File: config.mk
export PLATFORM = sky130hd
export DESIGN_NAME = unicore_uncore
export DESIGN_NICKNAME = d
export VERILOG_FILES = /design/src/design/uncore_map_pkg.sv /design/src/design/uncore_msg_pkg.sv /design/src/design/unicore_uncore.sv /design/src/design/cfg_regs.sv /design/src/design/clint_slice.sv /design/src/design/resp_router.sv /design/src/design/cmd_router.sv /design/src/design/two_entry_fifo.sv
export SDC_FILE = /design/constraint.sdc
export NUM_CORES = 1
export LEC_CHECK = 0
export BUFFER_PORTS_ARGS = -buffer_cell sky130_fd_sc_hd__buf_2
export CORE_MARGIN = 4
export CORE_UTILIZATION = 63
export CTS_CLUSTER_SIZE = 28
export DETAILED_ROUTE_END_ITERATION = 8
export GPL_TIMING_DRIVEN = 0
export HOLD_SLACK_MARGIN = 0.08
export PLACE_DENSITY = 0.85
export SETUP_SLACK_MARGIN = 0.1
export SLEW_MARGIN = 20
export SYNTH_ARGS = -nofsm -noshare
export SYNTH_HDL_FRONTEND = slang
export SYNTH_SLANG_ARGS = --single-unit
File: constraint.sdc
create_clock -name clk_i -period 19.25 [get_ports clk_i]
set_input_delay 3.85 -clock clk_i [delete_from_list [all_inputs] [get_ports clk_i]]
set_output_delay 3.85 -clock clk_i [all_outputs]
set_load 0.01 [all_outputs]
File: src/design/uncore_map_pkg.sv
package uncore_map_pkg;

  // Everything below this address is a local device
  localparam logic [31:0] dram_base_gp = 32'h8000_0000;

  localparam logic [3:0] clint_dev_gp = 4'd1;
  localparam logic [3:0] cfg_dev_gp   = 4'd2;

  // Interruptor register offsets
  localparam logic [19:0] msip_offset_gp     = 20'h00000;
  localparam logic [19:0] mtimecmp_offset_gp = 20'h04000;
  localparam logic [19:0] mtime_offset_gp    = 20'h0bff8;

  // Config block register offsets
  localparam logic [19:0] freeze_offset_gp  = 20'h00008;
  localparam logic [19:0] scratch_offset_gp = 20'h00010;

endpackage

File: src/design/uncore_msg_pkg.sv
package uncore_msg_pkg;

  localparam int paddr_width_p = 32;
  localparam int data_width_p  = 64;
  localparam int src_width_p   = 1;

  // One physical address, seen whole for DRAM or split for local devices
  typedef union packed {
    logic [paddr_width_p-1:0] raw;
    struct packed {
      logic [7:0]  upper;
      logic [3:0]  code;
      logic [19:0] offset;
    } dev;
  } paddr_u;

  typedef struct packed {
    logic                    write;
    logic [src_width_p-1:0]  src;
    paddr_u                  addr;
    logic [data_width_p-1:0] data;
  } cmd_msg_s;

  // Writes come back with zero data
  typedef struct packed {
    logic [src_width_p-1:0]  src;
    logic [data_width_p-1:0] data;
  } resp_msg_s;

endpackage
File: src/design/unicore_uncore.sv
module unicore_uncore
 #(parameter int timer_div_p = 8)
  (input                                             clk_i
   , input                                           reset_i

   , input                                           icache_cmd_v_i
   , output logic                                    icache_cmd_ready_o
   , input                                           icache_cmd_write_i
   , input [uncore_msg_pkg::paddr_width_p-1:0]       icache_cmd_addr_i
   , input [uncore_msg_pkg::data_width_p-1:0]        icache_cmd_data_i
   , output logic                                    icache_resp_v_o
   , input                                           icache_resp_yumi_i
   , output logic [uncore_msg_pkg::data_width_p-1:0] icache_resp_data_o

   , input                                           dcache_cmd_v_i
   , output logic                                    dcache_cmd_ready_o
   , input                                           dcache_cmd_write_i
   , input [uncore_msg_pkg::paddr_width_p-1:0]       dcache_cmd_addr_i
   , input [uncore_msg_pkg::data_width_p-1:0]        dcache_cmd_data_i
   , output logic                                    dcache_resp_v_o
   , input                                           dcache_resp_yumi_i
   , output logic [uncore_msg_pkg::data_width_p-1:0] dcache_resp_data_o

   , output logic                                    mem_cmd_v_o
   , input                                           mem_cmd_ready_i
   , output logic                                    mem_cmd_write_o
   , output logic [uncore_msg_pkg::paddr_width_p-1:0] mem_cmd_addr_o
   , output logic [uncore_msg_pkg::data_width_p-1:0] mem_cmd_data_o
   , output logic [uncore_msg_pkg::src_width_p-1:0]  mem_cmd_src_o

   , input                                           mem_resp_v_i
   , output logic                                    mem_resp_yumi_o
   , input [uncore_msg_pkg::data_width_p-1:0]        mem_resp_data_i
   , input [uncore_msg_pkg::src_width_p-1:0]         mem_resp_src_i

   , output logic                                    timer_irq_o
   , output logic                                    software_irq_o
   , output logic                                    freeze_o
   );

  import uncore_msg_pkg::*;

  cmd_msg_s icache_cmd_li, dcache_cmd_li, icache_cmd_lo, dcache_cmd_lo, dev_cmd_lo;
  logic icache_cmd_v_lo, dcache_cmd_v_lo, icache_cmd_yumi_li, dcache_cmd_yumi_li;
  logic clint_cmd_v_li, clint_cmd_ready_lo, cfg_cmd_v_li, cfg_cmd_ready_lo;

  resp_msg_s loop_resp_lo, clint_resp_lo, cfg_resp_lo, mem_resp_li;
  logic loop_resp_v_lo, clint_resp_v_lo, cfg_resp_v_lo;
  logic loop_resp_yumi_li, clint_resp_yumi_li, cfg_resp_yumi_li;

  resp_msg_s icache_resp_li, dcache_resp_li, icache_resp_lo, dcache_resp_lo;
  logic icache_resp_v_li, dcache_resp_v_li, icache_resp_ready_lo, dcache_resp_ready_lo;

  // Source index comes from the port, instruction side 0 and data side 1
  assign icache_cmd_li = '{write: icache_cmd_write_i, src: src_width_p'(0)
                          , addr: icache_cmd_addr_i, data: icache_cmd_data_i};
  assign dcache_cmd_li = '{write: dcache_cmd_write_i, src: src_width_p'(1)
                          , addr: dcache_cmd_addr_i, data: dcache_cmd_data_i};
  assign mem_resp_li   = '{src: mem_resp_src_i, data: mem_resp_data_i};

  assign mem_cmd_write_o    = dev_cmd_lo.write;
  assign mem_cmd_addr_o     = dev_cmd_lo.addr.raw;
  assign mem_cmd_data_o     = dev_cmd_lo.data;
  assign mem_cmd_src_o      = dev_cmd_lo.src;
  assign icache_resp_data_o = icache_resp_lo.data;
  assign dcache_resp_data_o = dcache_resp_lo.data;

  two_entry_fifo
   #(.width_p($bits(cmd_msg_s)))
   icache_cmd_fifo
    (.clk_i(clk_i)
     ,.reset_i(reset_i)
     ,.data_i(icache_cmd_li)
     ,.v_i(icache_cmd_v_i)
     ,.ready_o(icache_cmd_ready_o)
     ,.data_o(icache_cmd_lo)
     ,.v_o(icache_cmd_v_lo)
     ,.yumi_i(icache_cmd_yumi_li)
     );

  two_entry_fifo
   #(.width_p($bits(cmd_msg_s)))
   dcache_cmd_fifo
    (.clk_i(clk_i)
     ,.reset_i(reset_i)
     ,.data_i(dcache_cmd_li)
     ,.v_i(dcache_cmd_v_i)
     ,.ready_o(dcache_cmd_ready_o)
     ,.data_o(dcache_cmd_lo)
     ,.v_o(dcache_cmd_v_lo)
     ,.yumi_i(dcache_cmd_yumi_li)
     );

  two_entry_fifo
   #(.width_p($bits(resp_msg_s)))
   icache_resp_fifo
    (.clk_i(clk_i)
     ,.reset_i(reset_i)
     ,.data_i(icache_resp_li)
     ,.v_i(icache_resp_v_li)
     ,.ready_o(icache_resp_ready_lo)
     ,.data_o(icache_resp_lo)
     ,.v_o(icache_resp_v_o)
     ,.yumi_i(icache_resp_yumi_i)
     );

  two_entry_fifo
   #(.width_p($bits(resp_msg_s)))
   dcache_resp_fifo
    (.clk_i(clk_i)
     ,.reset_i(reset_i)
     ,.data_i(dcache_resp_li)
     ,.v_i(dcache_resp_v_li)
     ,.ready_o(dcache_resp_ready_lo)
     ,.data_o(dcache_resp_lo)
     ,.v_o(dcache_resp_v_o)
     ,.yumi_i(dcache_resp_yumi_i)
     );

  cmd_router
   cmd_arb
    (.clk_i(clk_i)
     ,.reset_i(reset_i)
     ,.icache_cmd_i(icache_cmd_lo)
     ,.icache_cmd_v_i(icache_cmd_v_lo)
     ,.icache_cmd_yumi_o(icache_cmd_yumi_li)
     ,.dcache_cmd_i(dcache_cmd_lo)
     ,.dcache_cmd_v_i(dcache_cmd_v_lo)
     ,.dcache_cmd_yumi_o(dcache_cmd_yumi_li)
     ,.dev_cmd_o(dev_cmd_lo)
     ,.clint_cmd_v_o(clint_cmd_v_li)
     ,.clint_cmd_ready_i(clint_cmd_ready_lo)
     ,.cfg_cmd_v_o(cfg_cmd_v_li)
     ,.cfg_cmd_ready_i(cfg_cmd_ready_lo)
     ,.mem_cmd_v_o(mem_cmd_v_o)
     ,.mem_cmd_ready_i(mem_cmd_ready_i)
     ,.loop_resp_o(loop_resp_lo)
     ,.loop_resp_v_o(loop_resp_v_lo)
     ,.loop_resp_yumi_i(loop_resp_yumi_li)
     );

  resp_router
   resp_arb
    (.loop_resp_i(loop_resp_lo)
     ,.loop_resp_v_i(loop_resp_v_lo)
     ,.loop_resp_yumi_o(loop_resp_yumi_li)
     ,.mem_resp_i(mem_resp_li)
     ,.mem_resp_v_i(mem_resp_v_i)
     ,.mem_resp_yumi_o(mem_resp_yumi_o)
     ,.clint_resp_i(clint_resp_lo)
     ,.clint_resp_v_i(clint_resp_v_lo)
     ,.clint_resp_yumi_o(clint_resp_yumi_li)
     ,.cfg_resp_i(cfg_resp_lo)
     ,.cfg_resp_v_i(cfg_resp_v_lo)
     ,.cfg_resp_yumi_o(cfg_resp_yumi_li)
     ,.icache_resp_o(icache_resp_li)
     ,.icache_resp_v_o(icache_resp_v_li)
     ,.icache_resp_ready_i(icache_resp_ready_lo)
     ,.dcache_resp_o(dcache_resp_li)
     ,.dcache_resp_v_o(dcache_resp_v_li)
     ,.dcache_resp_ready_i(dcache_resp_ready_lo)
     );

  clint_slice
   #(.timer_div_p(timer_div_p))
   clint
    (.clk_i(clk_i)
     ,.reset_i(reset_i)
     ,.cmd_i(dev_cmd_lo)
     ,.cmd_v_i(clint_cmd_v_li)
     ,.cmd_ready_o(clint_cmd_ready_lo)
     ,.resp_o(clint_resp_lo)
     ,.resp_v_o(clint_resp_v_lo)
     ,.resp_yumi_i(clint_resp_yumi_li)
     ,.timer_irq_o(timer_irq_o)
     ,.software_irq_o(software_irq_o)
     );

  cfg_regs
   cfg
    (.clk_i(clk_i)
     ,.reset_i(reset_i)
     ,.cmd_i(dev_cmd_lo)
     ,.cmd_v_i(cfg_cmd_v_li)
     ,.cmd_ready_o(cfg_cmd_ready_lo)
     ,.resp_o(cfg_resp_lo)
     ,.resp_v_o(cfg_resp_v_lo)
     ,.resp_yumi_i(cfg_resp_yumi_li)
     ,.freeze_o(freeze_o)
     );

endmodule

File: src/design/cfg_regs.sv
module cfg_regs
  (input                               clk_i
   , input                             reset_i

   , input uncore_msg_pkg::cmd_msg_s   cmd_i
   , input                             cmd_v_i
   , output logic                      cmd_ready_o

   , output uncore_msg_pkg::resp_msg_s resp_o
   , output logic                      resp_v_o
   , input                             resp_yumi_i

   , output logic                      freeze_o
   );

  import uncore_msg_pkg::*;
  import uncore_map_pkg::*;

  logic [data_width_p-1:0] scratch_r, rdata;
  logic [19:0] offset;
  logic freeze_r, resp_v_r, accept, wr;

  assign offset      = cmd_i.addr.dev.offset;
  assign cmd_ready_o = ~resp_v_r;
  assign accept      = cmd_v_i & cmd_ready_o;
  assign wr          = accept & cmd_i.write;

  // Core comes out of reset frozen
  always_ff @(posedge clk_i)
    if (reset_i)
      begin
        freeze_r  <= 1'b1;
        scratch_r <= '0;
      end
    else
      begin
        if (wr & (offset == freeze_offset_gp))
          freeze_r <= cmd_i.data[0];
        if (wr & (offset == scratch_offset_gp))
          scratch_r <= cmd_i.data;
      end

  assign rdata = (offset == freeze_offset_gp)  ? data_width_p'(freeze_r)
               : (offset == scratch_offset_gp) ? scratch_r
               : '0;

  always_ff @(posedge clk_i)
    if (reset_i)
      resp_v_r <= 1'b0;
    else if (accept)
      resp_v_r <= 1'b1;
    else if (resp_yumi_i)
      resp_v_r <= 1'b0;

  always_ff @(posedge clk_i)
    if (accept)
      resp_o <= '{src: cmd_i.src, data: (cmd_i.write ? '0 : rdata)};

  assign resp_v_o = resp_v_r;
  assign freeze_o = freeze_r;

endmodule

File: src/design/clint_slice.sv
module clint_slice
 #(parameter int timer_div_p = 8)
  (input                               clk_i
   , input                             reset_i

   , input uncore_msg_pkg::cmd_msg_s   cmd_i
   , input                             cmd_v_i
   , output logic                      cmd_ready_o

   , output uncore_msg_pkg::resp_msg_s resp_o
   , output logic                      resp_v_o
   , input                             resp_yumi_i

   , output logic                      timer_irq_o
   , output logic                      software_irq_o
   );

  import uncore_msg_pkg::*;
  import uncore_map_pkg::*;

  localparam int div_width_lp = $clog2(timer_div_p + 1);

  logic [div_width_lp-1:0] prescale_r;
  logic [data_width_p-1:0] mtime_r, mtimecmp_r, rdata;
  logic [19:0] offset;
  logic msip_r, timer_irq_r, resp_v_r;
  logic tick, accept, wr;

  assign offset      = cmd_i.addr.dev.offset;
  assign cmd_ready_o = ~resp_v_r;
  assign accept      = cmd_v_i & cmd_ready_o;
  assign wr          = accept & cmd_i.write;
  assign tick        = (prescale_r == div_width_lp'(timer_div_p - 1));

  always_ff @(posedge clk_i)
    if (reset_i | tick)
      prescale_r <= '0;
    else
      prescale_r <= prescale_r + 1'b1;

  always_ff @(posedge clk_i)
    if (reset_i)
      begin
        msip_r      <= 1'b0;
        mtimecmp_r  <= '1;
        mtime_r     <= '0;
        timer_irq_r <= 1'b0;
      end
    else
      begin
        if (wr & (offset == msip_offset_gp))
          msip_r <= cmd_i.data[0];
        if (wr & (offset == mtimecmp_offset_gp))
          mtimecmp_r <= cmd_i.data;
        // A software write to mtime beats the tick
        if (wr & (offset == mtime_offset_gp))
          mtime_r <= cmd_i.data;
        else if (tick)
          mtime_r <= mtime_r + 1'b1;
        timer_irq_r <= (mtime_r >= mtimecmp_r);
      end

  always_comb
    case (offset)
      msip_offset_gp:     rdata = data_width_p'(msip_r);
      mtimecmp_offset_gp: rdata = mtimecmp_r;
      mtime_offset_gp:    rdata = mtime_r;
      default:            rdata = '0;
    endcase

  always_ff @(posedge clk_i)
    if (reset_i)
      resp_v_r <= 1'b0;
    else if (accept)
      resp_v_r <= 1'b1;
    else if (resp_yumi_i)
      resp_v_r <= 1'b0;

  always_ff @(posedge clk_i)
    if (accept)
      resp_o <= '{src: cmd_i.src, data: (cmd_i.write ? '0 : rdata)};

  assign resp_v_o       = resp_v_r;
  assign timer_irq_o    = timer_irq_r;
  assign software_irq_o = msip_r;

endmodule

File: src/design/resp_router.sv
module resp_router
  (input uncore_msg_pkg::resp_msg_s    loop_resp_i
   , input                             loop_resp_v_i
   , output logic                      loop_resp_yumi_o

   , input uncore_msg_pkg::resp_msg_s  mem_resp_i
   , input                             mem_resp_v_i
   , output logic                      mem_resp_yumi_o

   , input uncore_msg_pkg::resp_msg_s  clint_resp_i
   , input                             clint_resp_v_i
   , output logic                      clint_resp_yumi_o

   , input uncore_msg_pkg::resp_msg_s  cfg_resp_i
   , input                             cfg_resp_v_i
   , output logic                      cfg_resp_yumi_o

   , output uncore_msg_pkg::resp_msg_s icache_resp_o
   , output logic                      icache_resp_v_o
   , input                             icache_resp_ready_i

   , output uncore_msg_pkg::resp_msg_s dcache_resp_o
   , output logic                      dcache_resp_v_o
   , input                             dcache_resp_ready_i
   );

  import uncore_msg_pkg::*;

  localparam int w_lp = $bits(resp_msg_s);

  resp_msg_s sel;
  logic all_ready, any_grant;

  assign all_ready = icache_resp_ready_i & dcache_resp_ready_i;

  // Loopback first, then memory, interruptor, config
  assign loop_resp_yumi_o  = all_ready & loop_resp_v_i;
  assign mem_resp_yumi_o   = all_ready & mem_resp_v_i & ~loop_resp_v_i;
  assign clint_resp_yumi_o = all_ready & clint_resp_v_i & ~loop_resp_v_i & ~mem_resp_v_i;
  assign cfg_resp_yumi_o   = all_ready & cfg_resp_v_i & ~loop_resp_v_i & ~mem_resp_v_i
                           & ~clint_resp_v_i;

  assign any_grant = loop_resp_yumi_o | mem_resp_yumi_o | clint_resp_yumi_o | cfg_resp_yumi_o;

  assign sel = ({w_lp{loop_resp_yumi_o}} & loop_resp_i)
             | ({w_lp{mem_resp_yumi_o}} & mem_resp_i)
             | ({w_lp{clint_resp_yumi_o}} & clint_resp_i)
             | ({w_lp{cfg_resp_yumi_o}} & cfg_resp_i);

  // steer by source index
  assign icache_resp_o   = sel;
  assign dcache_resp_o   = sel;
  assign icache_resp_v_o = any_grant & (sel.src == src_width_p'(0));
  assign dcache_resp_v_o = any_grant & (sel.src == src_width_p'(1));

endmodule

File: src/design/cmd_router.sv
module cmd_router
  (input                               clk_i
   , input                             reset_i

   , input uncore_msg_pkg::cmd_msg_s   icache_cmd_i
   , input                             icache_cmd_v_i
   , output logic                      icache_cmd_yumi_o

   , input uncore_msg_pkg::cmd_msg_s   dcache_cmd_i
   , input                             dcache_cmd_v_i
   , output logic                      dcache_cmd_yumi_o

   , output uncore_msg_pkg::cmd_msg_s  dev_cmd_o

   , output logic                      clint_cmd_v_o
   , input                             clint_cmd_ready_i
   , output logic                      cfg_cmd_v_o
   , input                             cfg_cmd_ready_i
   , output logic                      mem_cmd_v_o
   , input                             mem_cmd_ready_i

   , output uncore_msg_pkg::resp_msg_s loop_resp_o
   , output logic                      loop_resp_v_o
   , input                             loop_resp_yumi_i
   );

  import uncore_msg_pkg::*;
  import uncore_map_pkg::*;

  logic all_ready, grant, loop_accept;
  logic is_local, is_clint, is_cfg, is_loop;
  logic loop_v_r;
  logic [src_width_p-1:0] loop_src_r;

  // Conservative back-pressure, every target must be able to take the command
  assign all_ready = clint_cmd_ready_i & cfg_cmd_ready_i & mem_cmd_ready_i & ~loop_v_r;

  // Data side wins over instruction side
  assign dcache_cmd_yumi_o = all_ready & dcache_cmd_v_i;
  assign icache_cmd_yumi_o = all_ready & icache_cmd_v_i & ~dcache_cmd_v_i;
  assign grant             = dcache_cmd_yumi_o | icache_cmd_yumi_o;

  assign dev_cmd_o = ({$bits(cmd_msg_s){dcache_cmd_yumi_o}} & dcache_cmd_i)
                   | ({$bits(cmd_msg_s){icache_cmd_yumi_o}} & icache_cmd_i);

  assign is_local = (dev_cmd_o.addr.raw < dram_base_gp);
  assign is_clint = is_local & (dev_cmd_o.addr.dev.code == clint_dev_gp);
  assign is_cfg   = is_local & (dev_cmd_o.addr.dev.code == cfg_dev_gp);
  assign is_loop  = is_local & ~is_clint & ~is_cfg;

  assign clint_cmd_v_o = grant & is_clint;
  assign cfg_cmd_v_o   = grant & is_cfg;
  assign mem_cmd_v_o   = grant & ~is_local;
  assign loop_accept   = grant & is_loop;

  // Loopback answers unmapped devices with zero data
  always_ff @(posedge clk_i)
    if (reset_i)
      loop_v_r <= 1'b0;
    else if (loop_accept)
      loop_v_r <= 1'b1;
    else if (loop_resp_yumi_i)
      loop_v_r <= 1'b0;

  always_ff @(posedge clk_i)
    if (loop_accept)
      loop_src_r <= dev_cmd_o.src;

  assign loop_resp_v_o = loop_v_r;
  assign loop_resp_o   = '{src: loop_src_r, data: '0};

endmodule

File: src/design/two_entry_fifo.sv
module two_entry_fifo
 #(parameter int width_p = 8)
  (input                        clk_i
   , input                      reset_i

   , input [width_p-1:0]        data_i
   , input                      v_i
   , output logic               ready_o

   , output logic [width_p-1:0] data_o
   , output logic               v_o
   , input                      yumi_i
   );

  logic [width_p-1:0] mem_r [1:0];
  logic rptr_r, wptr_r, full_r, empty_r;
  logic enq, deq;

  // A leaving entry frees its slot for an incoming one
  assign ready_o = ~full_r | yumi_i;
  assign v_o     = ~empty_r;
  assign data_o  = mem_r[rptr_r];

  assign enq = v_i & ready_o;
  assign deq = yumi_i & v_o;

  always_ff @(posedge clk_i)
    if (enq)
      mem_r[wptr_r] <= data_i;

  always_ff @(posedge clk_i)
    if (reset_i)
      begin
        rptr_r  <= 1'b0;
        wptr_r  <= 1'b0;
        full_r  <= 1'b0;
        empty_r <= 1'b1;
      end
    else
      begin
        if (enq)
          wptr_r <= ~wptr_r;
        if (deq)
          rptr_r <= ~rptr_r;
        if (enq & ~deq)
          begin
            empty_r <= 1'b0;
            full_r  <= (~wptr_r == rptr_r);
          end
        else if (deq & ~enq)
          begin
            full_r  <= 1'b0;
            empty_r <= (~rptr_r == wptr_r);
          end
      end

endmodule

Word level (Yosys, flattened, before mapping)
Memories as Yosys holds them, arrays and structs flattened. A register that Yosys moved wholly into a read port is not among the register bits.
Index checks and enable logic that the tools add are counted.
{ "word_totals": {"reg_bits": 349, "latch_bits": 0, "ram_bits": 648, "rom_bits": 0, "input_bits": 267, "output_inout_bits": 235, "word_cells": 212, "mem_count": 4} }
{ "classes": {"addsub": 2, "multipliers": 0, "n_div": 0, "magnitude_cmp": 2, "n_eq_ne": 15, "n_shift": 0, "muxes": 43, "n_bitwise": 104, "n_reduce_logical": 10} }
{ "memory_table": {"columns": ["name", "words", "width", "rd", "rd_ports_with_merged_regs", "wr", "line", "source"], "rows": [
  ["dcache_cmd_fifo.mem_r", 2, 97, 1, 1, 1, "two_entry_fifo.sv:15", "logic [width_p-1:0] mem_r [1:0];"],
  ["icache_cmd_fifo.mem_r", 2, 97, 1, 1, 1, "two_entry_fifo.sv:15", null],
  ["dcache_resp_fifo.mem_r", 2, 65, 1, 1, 1, "two_entry_fifo.sv:15", null],
  ["icache_resp_fifo.mem_r", 2, 65, 1, 1, 1, "two_entry_fifo.sv:15", null]
]} }
{ "ops": {"columns": ["operator", "n"], "rows": [
  ["65-bit AND", 4],
  ["98-bit AND", 2],
  ["65-bit bitwise OR", 3],
  ["64-bit case mux with 3 select lines", 1],
  ["64-bit 2-to-1 mux", 2],
  ["98-bit bitwise OR", 1],
  ["64-bit by 1-bit adder with 64-bit output, second input constant", 1],
  ["64-bit greater-or-equal comparator", 1],
  ["1-bit AND", 52],
  ["1-bit 2-to-1 mux", 40],
  ["1-bit inverter", 33],
  ["32-bit less-than comparator, second input constant", 1],
  ["20-bit by 15-bit equality test with 1-bit output, second input constant", 1],
  ["20-bit by 16-bit equality test with 1-bit output, second input constant", 1],
  ["20-bit by 4-bit equality test with 1-bit output, second input constant", 1],
  ["20-bit by 5-bit equality test with 1-bit output, second input constant", 1],
  ["20-bit logical NOT", 1],
  ["2-bit nonzero test", 8],
  ["1-bit bitwise OR", 9],
  ["1-bit equality test", 8],
  ["4-bit by 1-bit adder with 4-bit output, second input constant", 1],
  ["4-bit by 1-bit equality test with 1-bit output, second input constant", 1],
  ["4-bit by 2-bit equality test with 1-bit output, second input constant", 1],
  ["4-bit by 3-bit equality test with 1-bit output, second input constant", 1],
  ["3-bit OR reduction", 1]
]} }

Logic depth before layout (Yosys ltp)
{ "depth": {"depth_word": 16, "depth_mapped": 13, "ltp_nobuf": 10} }

By module
A second synthesis with hierarchy kept.
{ "hier_totals": {"hier_cells": 3290, "area_unflattened_um2": 44631.6} }
{ "by_module_without_submodules": {"columns": ["module", "n_inst", "cells_each", "area_each_um2"], "rows": [
  ["two_entry_fifo (dcache_cmd_fifo ...)", 2, 331, 7370.8],
  ["clint_slice", 1, 1117, 10308.6],
  ["two_entry_fifo (dcache_resp_fifo ...)", 2, 228, 5137.4],
  ["cfg_regs", 1, 452, 4994.8],
  ["resp_router", 1, 385, 2518.7],
  ["cmd_router", 1, 216, 1785.5],
  ["unicore_uncore", 1, 2, 7.5]
]} }

Least setup slack after synthesis
No wires, ideal clock.
{ "synth_path": {"path_kind": "input to register", "from": "in mem_cmd_ready_i", "to": "mem dcache_cmd_fifo.mem_r[0][0] (netlist name), enable pin", "setup_time_ns": 0.553, "t_arrival_ns": 9.349, "required_time_ns": 18.697, "setup_slack_ns": 9.347, "path_stages": 8, "cell_sequence": "or4b_1 -> buf_2 -> or2_2 -> buf_2 -> clkbuf_1 -> nand2_1 -> nand2_1 -> nor2_1"} }
{ "synth_via": {"elab_chain_cells": 7} }
{ "synth_lines": {"columns": ["element", "line", "source"], "rows": [
  ["start: declaration", "unicore_uncore.sv:25", ", input mem_cmd_ready_i"],
  ["1-bit AND (2 in series)", "cmd_router.sv:36", "assign all_ready = clint_cmd_ready_i & cfg_cmd_ready_i & mem_cmd_ready_i & ~loop_v_r;"],
  ["1-bit AND", "cmd_router.sv:39", "assign dcache_cmd_yumi_o = all_ready & dcache_cmd_v_i;"],
  ["1-bit bitwise OR", "two_entry_fifo.sv:20", "assign ready_o = ~full_r | yumi_i;"],
  ["via dcache_cmd_ready_o", "unicore_uncore.sv:16", ", output logic dcache_cmd_ready_o"],
  ["1-bit AND", "two_entry_fifo.sv:24", "assign enq = v_i & ready_o;"],
  ["1-bit 2-to-1 mux", "two_entry_fifo.sv:28", "if (enq)"],
  ["1-bit 2-to-1 mux (implied by the code)", "two_entry_fifo.sv:29", "mem_r[wptr_r] <= data_i;"],
  ["end: declaration", "two_entry_fifo.sv:15", null]
]} }
The timed path passes the listed nets, and every way through them passes these cells.

Final worst setup path
{ "layout_path": {"from": "in mem_cmd_ready_i", "to": "out mem_cmd_data_o[32] (netlist name)"} }
{ "layout_via": {"elab_chain_cells": 6, "word_cells_on_any_way": 8, "classes_between": "bitwise (8)"} }
{ "layout_lines": {"columns": ["element", "line", "source"], "rows": [
  ["1-bit AND (*) (2 in series)", "cmd_router.sv:36", null],
  ["1-bit AND (2 in series)", "cmd_router.sv:40", "assign icache_cmd_yumi_o = all_ready & icache_cmd_v_i & ~dcache_cmd_v_i;"],
  ["98-bit AND", "cmd_router.sv:44", "| ({$bits(cmd_msg_s){icache_cmd_yumi_o}} & icache_cmd_i);"],
  ["98-bit bitwise OR (*)", "cmd_router.sv:44", null],
  ["end: declaration", "unicore_uncore.sv:28", ", output logic [uncore_msg_pkg::data_width_p-1:0] mem_cmd_data_o"]
]} }
Every way passes the cells marked *; elsewhere a longest branch is shown, timed or not.

==> impl_metrics.py <==
metrics = {
    "synthesis": {
        "yosys.area_share.adder_pct": 2.12,
        "postSynthNetCount": 3268,
        "netlist_area_um2": 41400,
        "mean_syn_cell_area_um2": 14.1,
        "synth_top_area_cell": "sky130_fd_sc_hd__edfxtp_1",
        "synth_xor_xnor_area_share_pct": 1.54,
        "synth_top_area_share_pct": 56.2,
        "synth.top_cells.by_area": "sky130_fd_sc_hd__edfxtp_1, sky130_fd_sc_hd__dfxtp_1, sky130_fd_sc_hd__mux2i_1, sky130_fd_sc_hd__mux2_2, sky130_fd_sc_hd__nor2_1",
        "yosysWarningCount": 0,
        "synth_seq_cells": 997,
        "synth_top_family_by_area": "multiplexers",
        "dominantRegCellSynth": "sky130_fd_sc_hd__edfxtp_1",
        "synth_async_sr_flop_share_pct": 0,
        "synth_compound_gate_area_share_pct": 6.04,
        "synthSimpleGateAreaFrac_pct": 7.35,
        "syn-instance-count": 2931,
        "synth_commonest_cells": "sky130_fd_sc_hd__edfxtp_1, sky130_fd_sc_hd__mux2i_1, sky130_fd_sc_hd__nor2_1",
        "post_synth_mux_area_share_pct": 12.7,
        "top_count_cell_post_synth": "sky130_fd_sc_hd__edfxtp_1",
        "synth_edf_count": 775,
        "synth_cell_type_count": 69,
        "yosysSeqAreaShare_pct": 67.0,
    },
    "sta": {
        "fin_hold_ws_ns": 0.486,
        "finalSetupViolCount": 0,
        "layout_skew_ns": 0.0192,
        "hold_viol_final": 0,
        "worst_pin_slew_ns": 1.15,
        "clock.fmax_mhz": 91.3,
        "period_minus_slack_ns": 10.95,
        "fin_setup_tns_ns": 0,
        "rsz0062_at_grt": "no",
        "timing.final.max_slew_violations": 0,
        "final_min_period_over_clock_period_pct": 56.9,
        "setup_slack_ns": 8.30,
        "maxSlewHeadroom_pct": 22.5,
    },
    "final_layout": {
        "multi_input_logic_area_um2": 12400,
        "area_growth_pct": 18.0,
        "finalNonFillerCells": 4526,
        "layout-drive-gt1-share_pct": 24.0,
        "final_nets": 3893,
        "ff_latch_area_um2": 27700,
        "num-fill-cells": 3981,
    },
    "worst_setup_path": {
        "critical_path.most_common_cell": "sky130_fd_sc_hd__buf_2",
        "worstPathCellList": "buf_2, or4b_1, buf_2, nor2_4, inv_2, buf_6, clkbuf_1, clkbuf_1, o22ai_1, buf_2",
        "reg2reg_slack_ns": 14.64,
        "critical_path.reg2reg.startpoint": "cmd_arb.loop_resp_v_o$_SDFFE_PP0P_",
        "largest_stage_delay_on_the_critical_path_ns": 0.88,
        "rr_worst_depth": 12,
        "critical_path_start_type": "input port",
        "critical_path.slowest_cell": "sky130_fd_sc_hd__o22ai_1",
        "crit_path_start": "mem_cmd_ready_i",
        "data_required_time_of_the_worst_path_ns": 15.40,
        "worstSetupEndpointType": "primary output",
        "path_class": "in2out",
        "path_max_fanout": 10,
        "cp.arrival_ns": 7.10,
        "regToRegEndpoint": "clint.resp_o[3]$_SDFFCE_PP0P_",
    },
    "detailed_routing": {
        "post_drt_via_cell_ratio": 6.20,
        "drt_wl_total_um": 116000,
        "average_routed_wire_per_standard_cell_um": 25.5,
        "detailroute.via_count": 28000,
        "drc": 0,
        "drt_iter0_markers": 3520,
        "dr.pass1.iters": 8,
        "antenna_left": 0,
    },
    "clocking": {
        "cts_setup_buffers": 0,
        "tritoncts": "done",
        "path_clk_slew_ns": 0.06,
        "cts_repair_resize_count": 0,
        "cts.path.max_buffers": 3,
        "cts-root-buf": "sky130_fd_sc_hd__clkbuf_16",
        "clock_tree.htree_level_count": 3,
        "hold_buffers": 0,
        "cts.sinks": 997,
        "insertion_delay_ns": 0.64,
        "clock_buffer_count_from_cts": 97,
    },
    "global_route": {
        "global_route.overflow_total": 0,
        "initial_antenna_violation_count": 46,
        "grt_max_degree": 44,
        "grtUsageTotal_pct": 32.2,
        "grt_first_pass_wirelength_um": 172000,
        "first_global_vias": 28300,
    },
    "outcome": {
        "status": "finished clean",
    },
    "die": {
        "core_area_um2": 64700,
        "core.rowCount": 93,
        "io_pins": 502,
        "initial_utilization_pct": 64.0,
        "dieHeight_um": 264,
        "chipWidth_um": 264,
        "die_area_um2": 69900,
    },
    "run": {
        "maxCapViolCount": 0,
    },
    "placed_design": {
        "place.detailed.hpwl_um": 84100,
        "place_congestion": 0.956,
        "portBuffers": 501,
        "place_inst": 4312,
        "place_worst_setup_slack_ns": 8.38,
    },
    "hold_path": {
        "hold_path_end": "dcache_resp_fifo.empty_r$_SDFFE_PP1P_",
        "cell_count_of_the_worst_hold_path": 2,
        "min-delay-path-class": "reg2reg",
        "hold_start": "dcache_resp_fifo.empty_r$_SDFFE_PP1P_",
    },
    "pwr": {
        "ir_drop_worst_vdd_mv": 0.0833,
        "power.static_leakage_nw": 18.7,
        "power-per-cell-area_nw_per_um2": 105,
    },
}
cells in the final DEF (no fill, tap or decap), drive strengths merged, types with 5 or more instances in the layout:
master | Yosys | layout
or3 | 6 | 6
nand2 | 118 | 118
and3 | 14 | 14
o21ai | 24 | 24
ha | 70 | 70
xnor2 | 47 | 47
mux2i | 380 | 380
clkinvlp | 0 | 10
edfxtp | 775 | 775
a211oi | 10 | 10
and4 | 8 | 8
o22ai | 93 | 93
and2 | 71 | 71
a21o | 7 | 7
nor2b | 9 | 9
clkbuf | 100 | 227
dfxtp | 222 | 222
inv | 154 | 156
or2 | 5 | 5
nand2b | 7 | 7
mux2 | 130 | 130
xor2 | 26 | 26
diode | 0 | 34
a222oi | 66 | 66
buf | 60 | 586
nand4 | 39 | 39
bufinv | 0 | 9
clkinv | 1 | 33
nor4b | 5 | 5
a22oi | 70 | 70
nor4 | 23 | 23
nor3 | 35 | 35
nor2 | 245 | 245
nand3 | 27 | 27
a21oi | 32 | 32
metrics by stage:
stage	utilization, %	power, mW	instance area [µm²]
6_report	75.5	5.15	48900
5_1_grt	75.5	5.31	48800
4_1_cts	75.4	5.15	48800
3_5_place_dp	70.4	3.28	45600
3_3_place_gp	69.5	3.24	45000
2_1_floorplan	-	2.95	41400
routing by layer:
| layer | GRT usage, % | part of all wire (%) | vias to the layer above |
|---|---|---|---|
| met5 | 0 | 0.17 | - |
| met2 | 52.0 | 48 | 1653 |
| li1 | - | - | 12300 |
| met4 | 14.3 | 4.5 | 30 |
| met3 | 7.40 | 11 | 334 |
| met1 | 42.1 | 37 | 13700 |
report_power, final:
| group | total, mW | switching, mW | internal [mW] |
|---|---|---|---|
| Sequential | 2.53 | 0.0436 | 2.49 |
| Clock | 1.90 | 0.797 | 1.10 |
| Combinational | 0.715 | 0.463 | 0.252 |
logic make-up after synthesis:
kind of cell               count (synthesis)
xor gates and xnor gates                  73
adders and majority gates                 70
muxes                                    510
DFF                                      997
buffers and inverters                    315
and+or+nand+nor                          627
AOI/OAI and AO/OA                        339
worst max-delay path: cells and delay by family:
kind / cells / cell delay, ns
buffers and inverters: 7 / 1.52
AND/OR/NAND/NOR: 2 / 0.81
AO/OA/AOI/OAI: 1 / 0.88
state kept, by name (all words and copies together), names as in the netlist, 4 cells and up, named ones only:
name / count
clint.mtimecmp_r: 64
dcache_resp_fifo.mem_r: 128
dcache_cmd_fifo.mem_r: 194
icache_cmd_fifo.mem_r: 194
clint.resp_o: 65
cfg.resp_o: 65
clint.mtime_r: 64
cfg.scratch_r: 64
clint.prescale_r: 4
icache_resp_fifo.mem_r: 128
worst max-delay path by stage:
stage	end	slack (ns)	depth (start not counted)
after CTS	mem_cmd_data_o[26]	8.39	9
after floorplan	dcache_cmd_fifo.mem_r[0][0]$_DFFE_PP_	9.35	8
after detailed placement	mem_cmd_data_o[26]	8.38	9
after global placement	icache_cmd_fifo.mem_r[0][11]$_DFFE_PP_	6.33	10
final	mem_cmd_data_o[32]	8.30	10
after global routing	mem_cmd_data_o[31]	8.23	9
layout make-up:
class | count | share of cell area, %
diodes | 34 | 0.174
clock buffers | 127 | 5.48
inverters | 155 | 1.20
multi-input cells | 1619 | 25.4
plain buffers | 160 | 1.56
flip-flops and latches | 997 | 56.7
repair buffers | 526 | 6.23
well taps | 855 | 2.19
clock inverters | 53 | 1.05
Power figures use the tool's default switching activity.
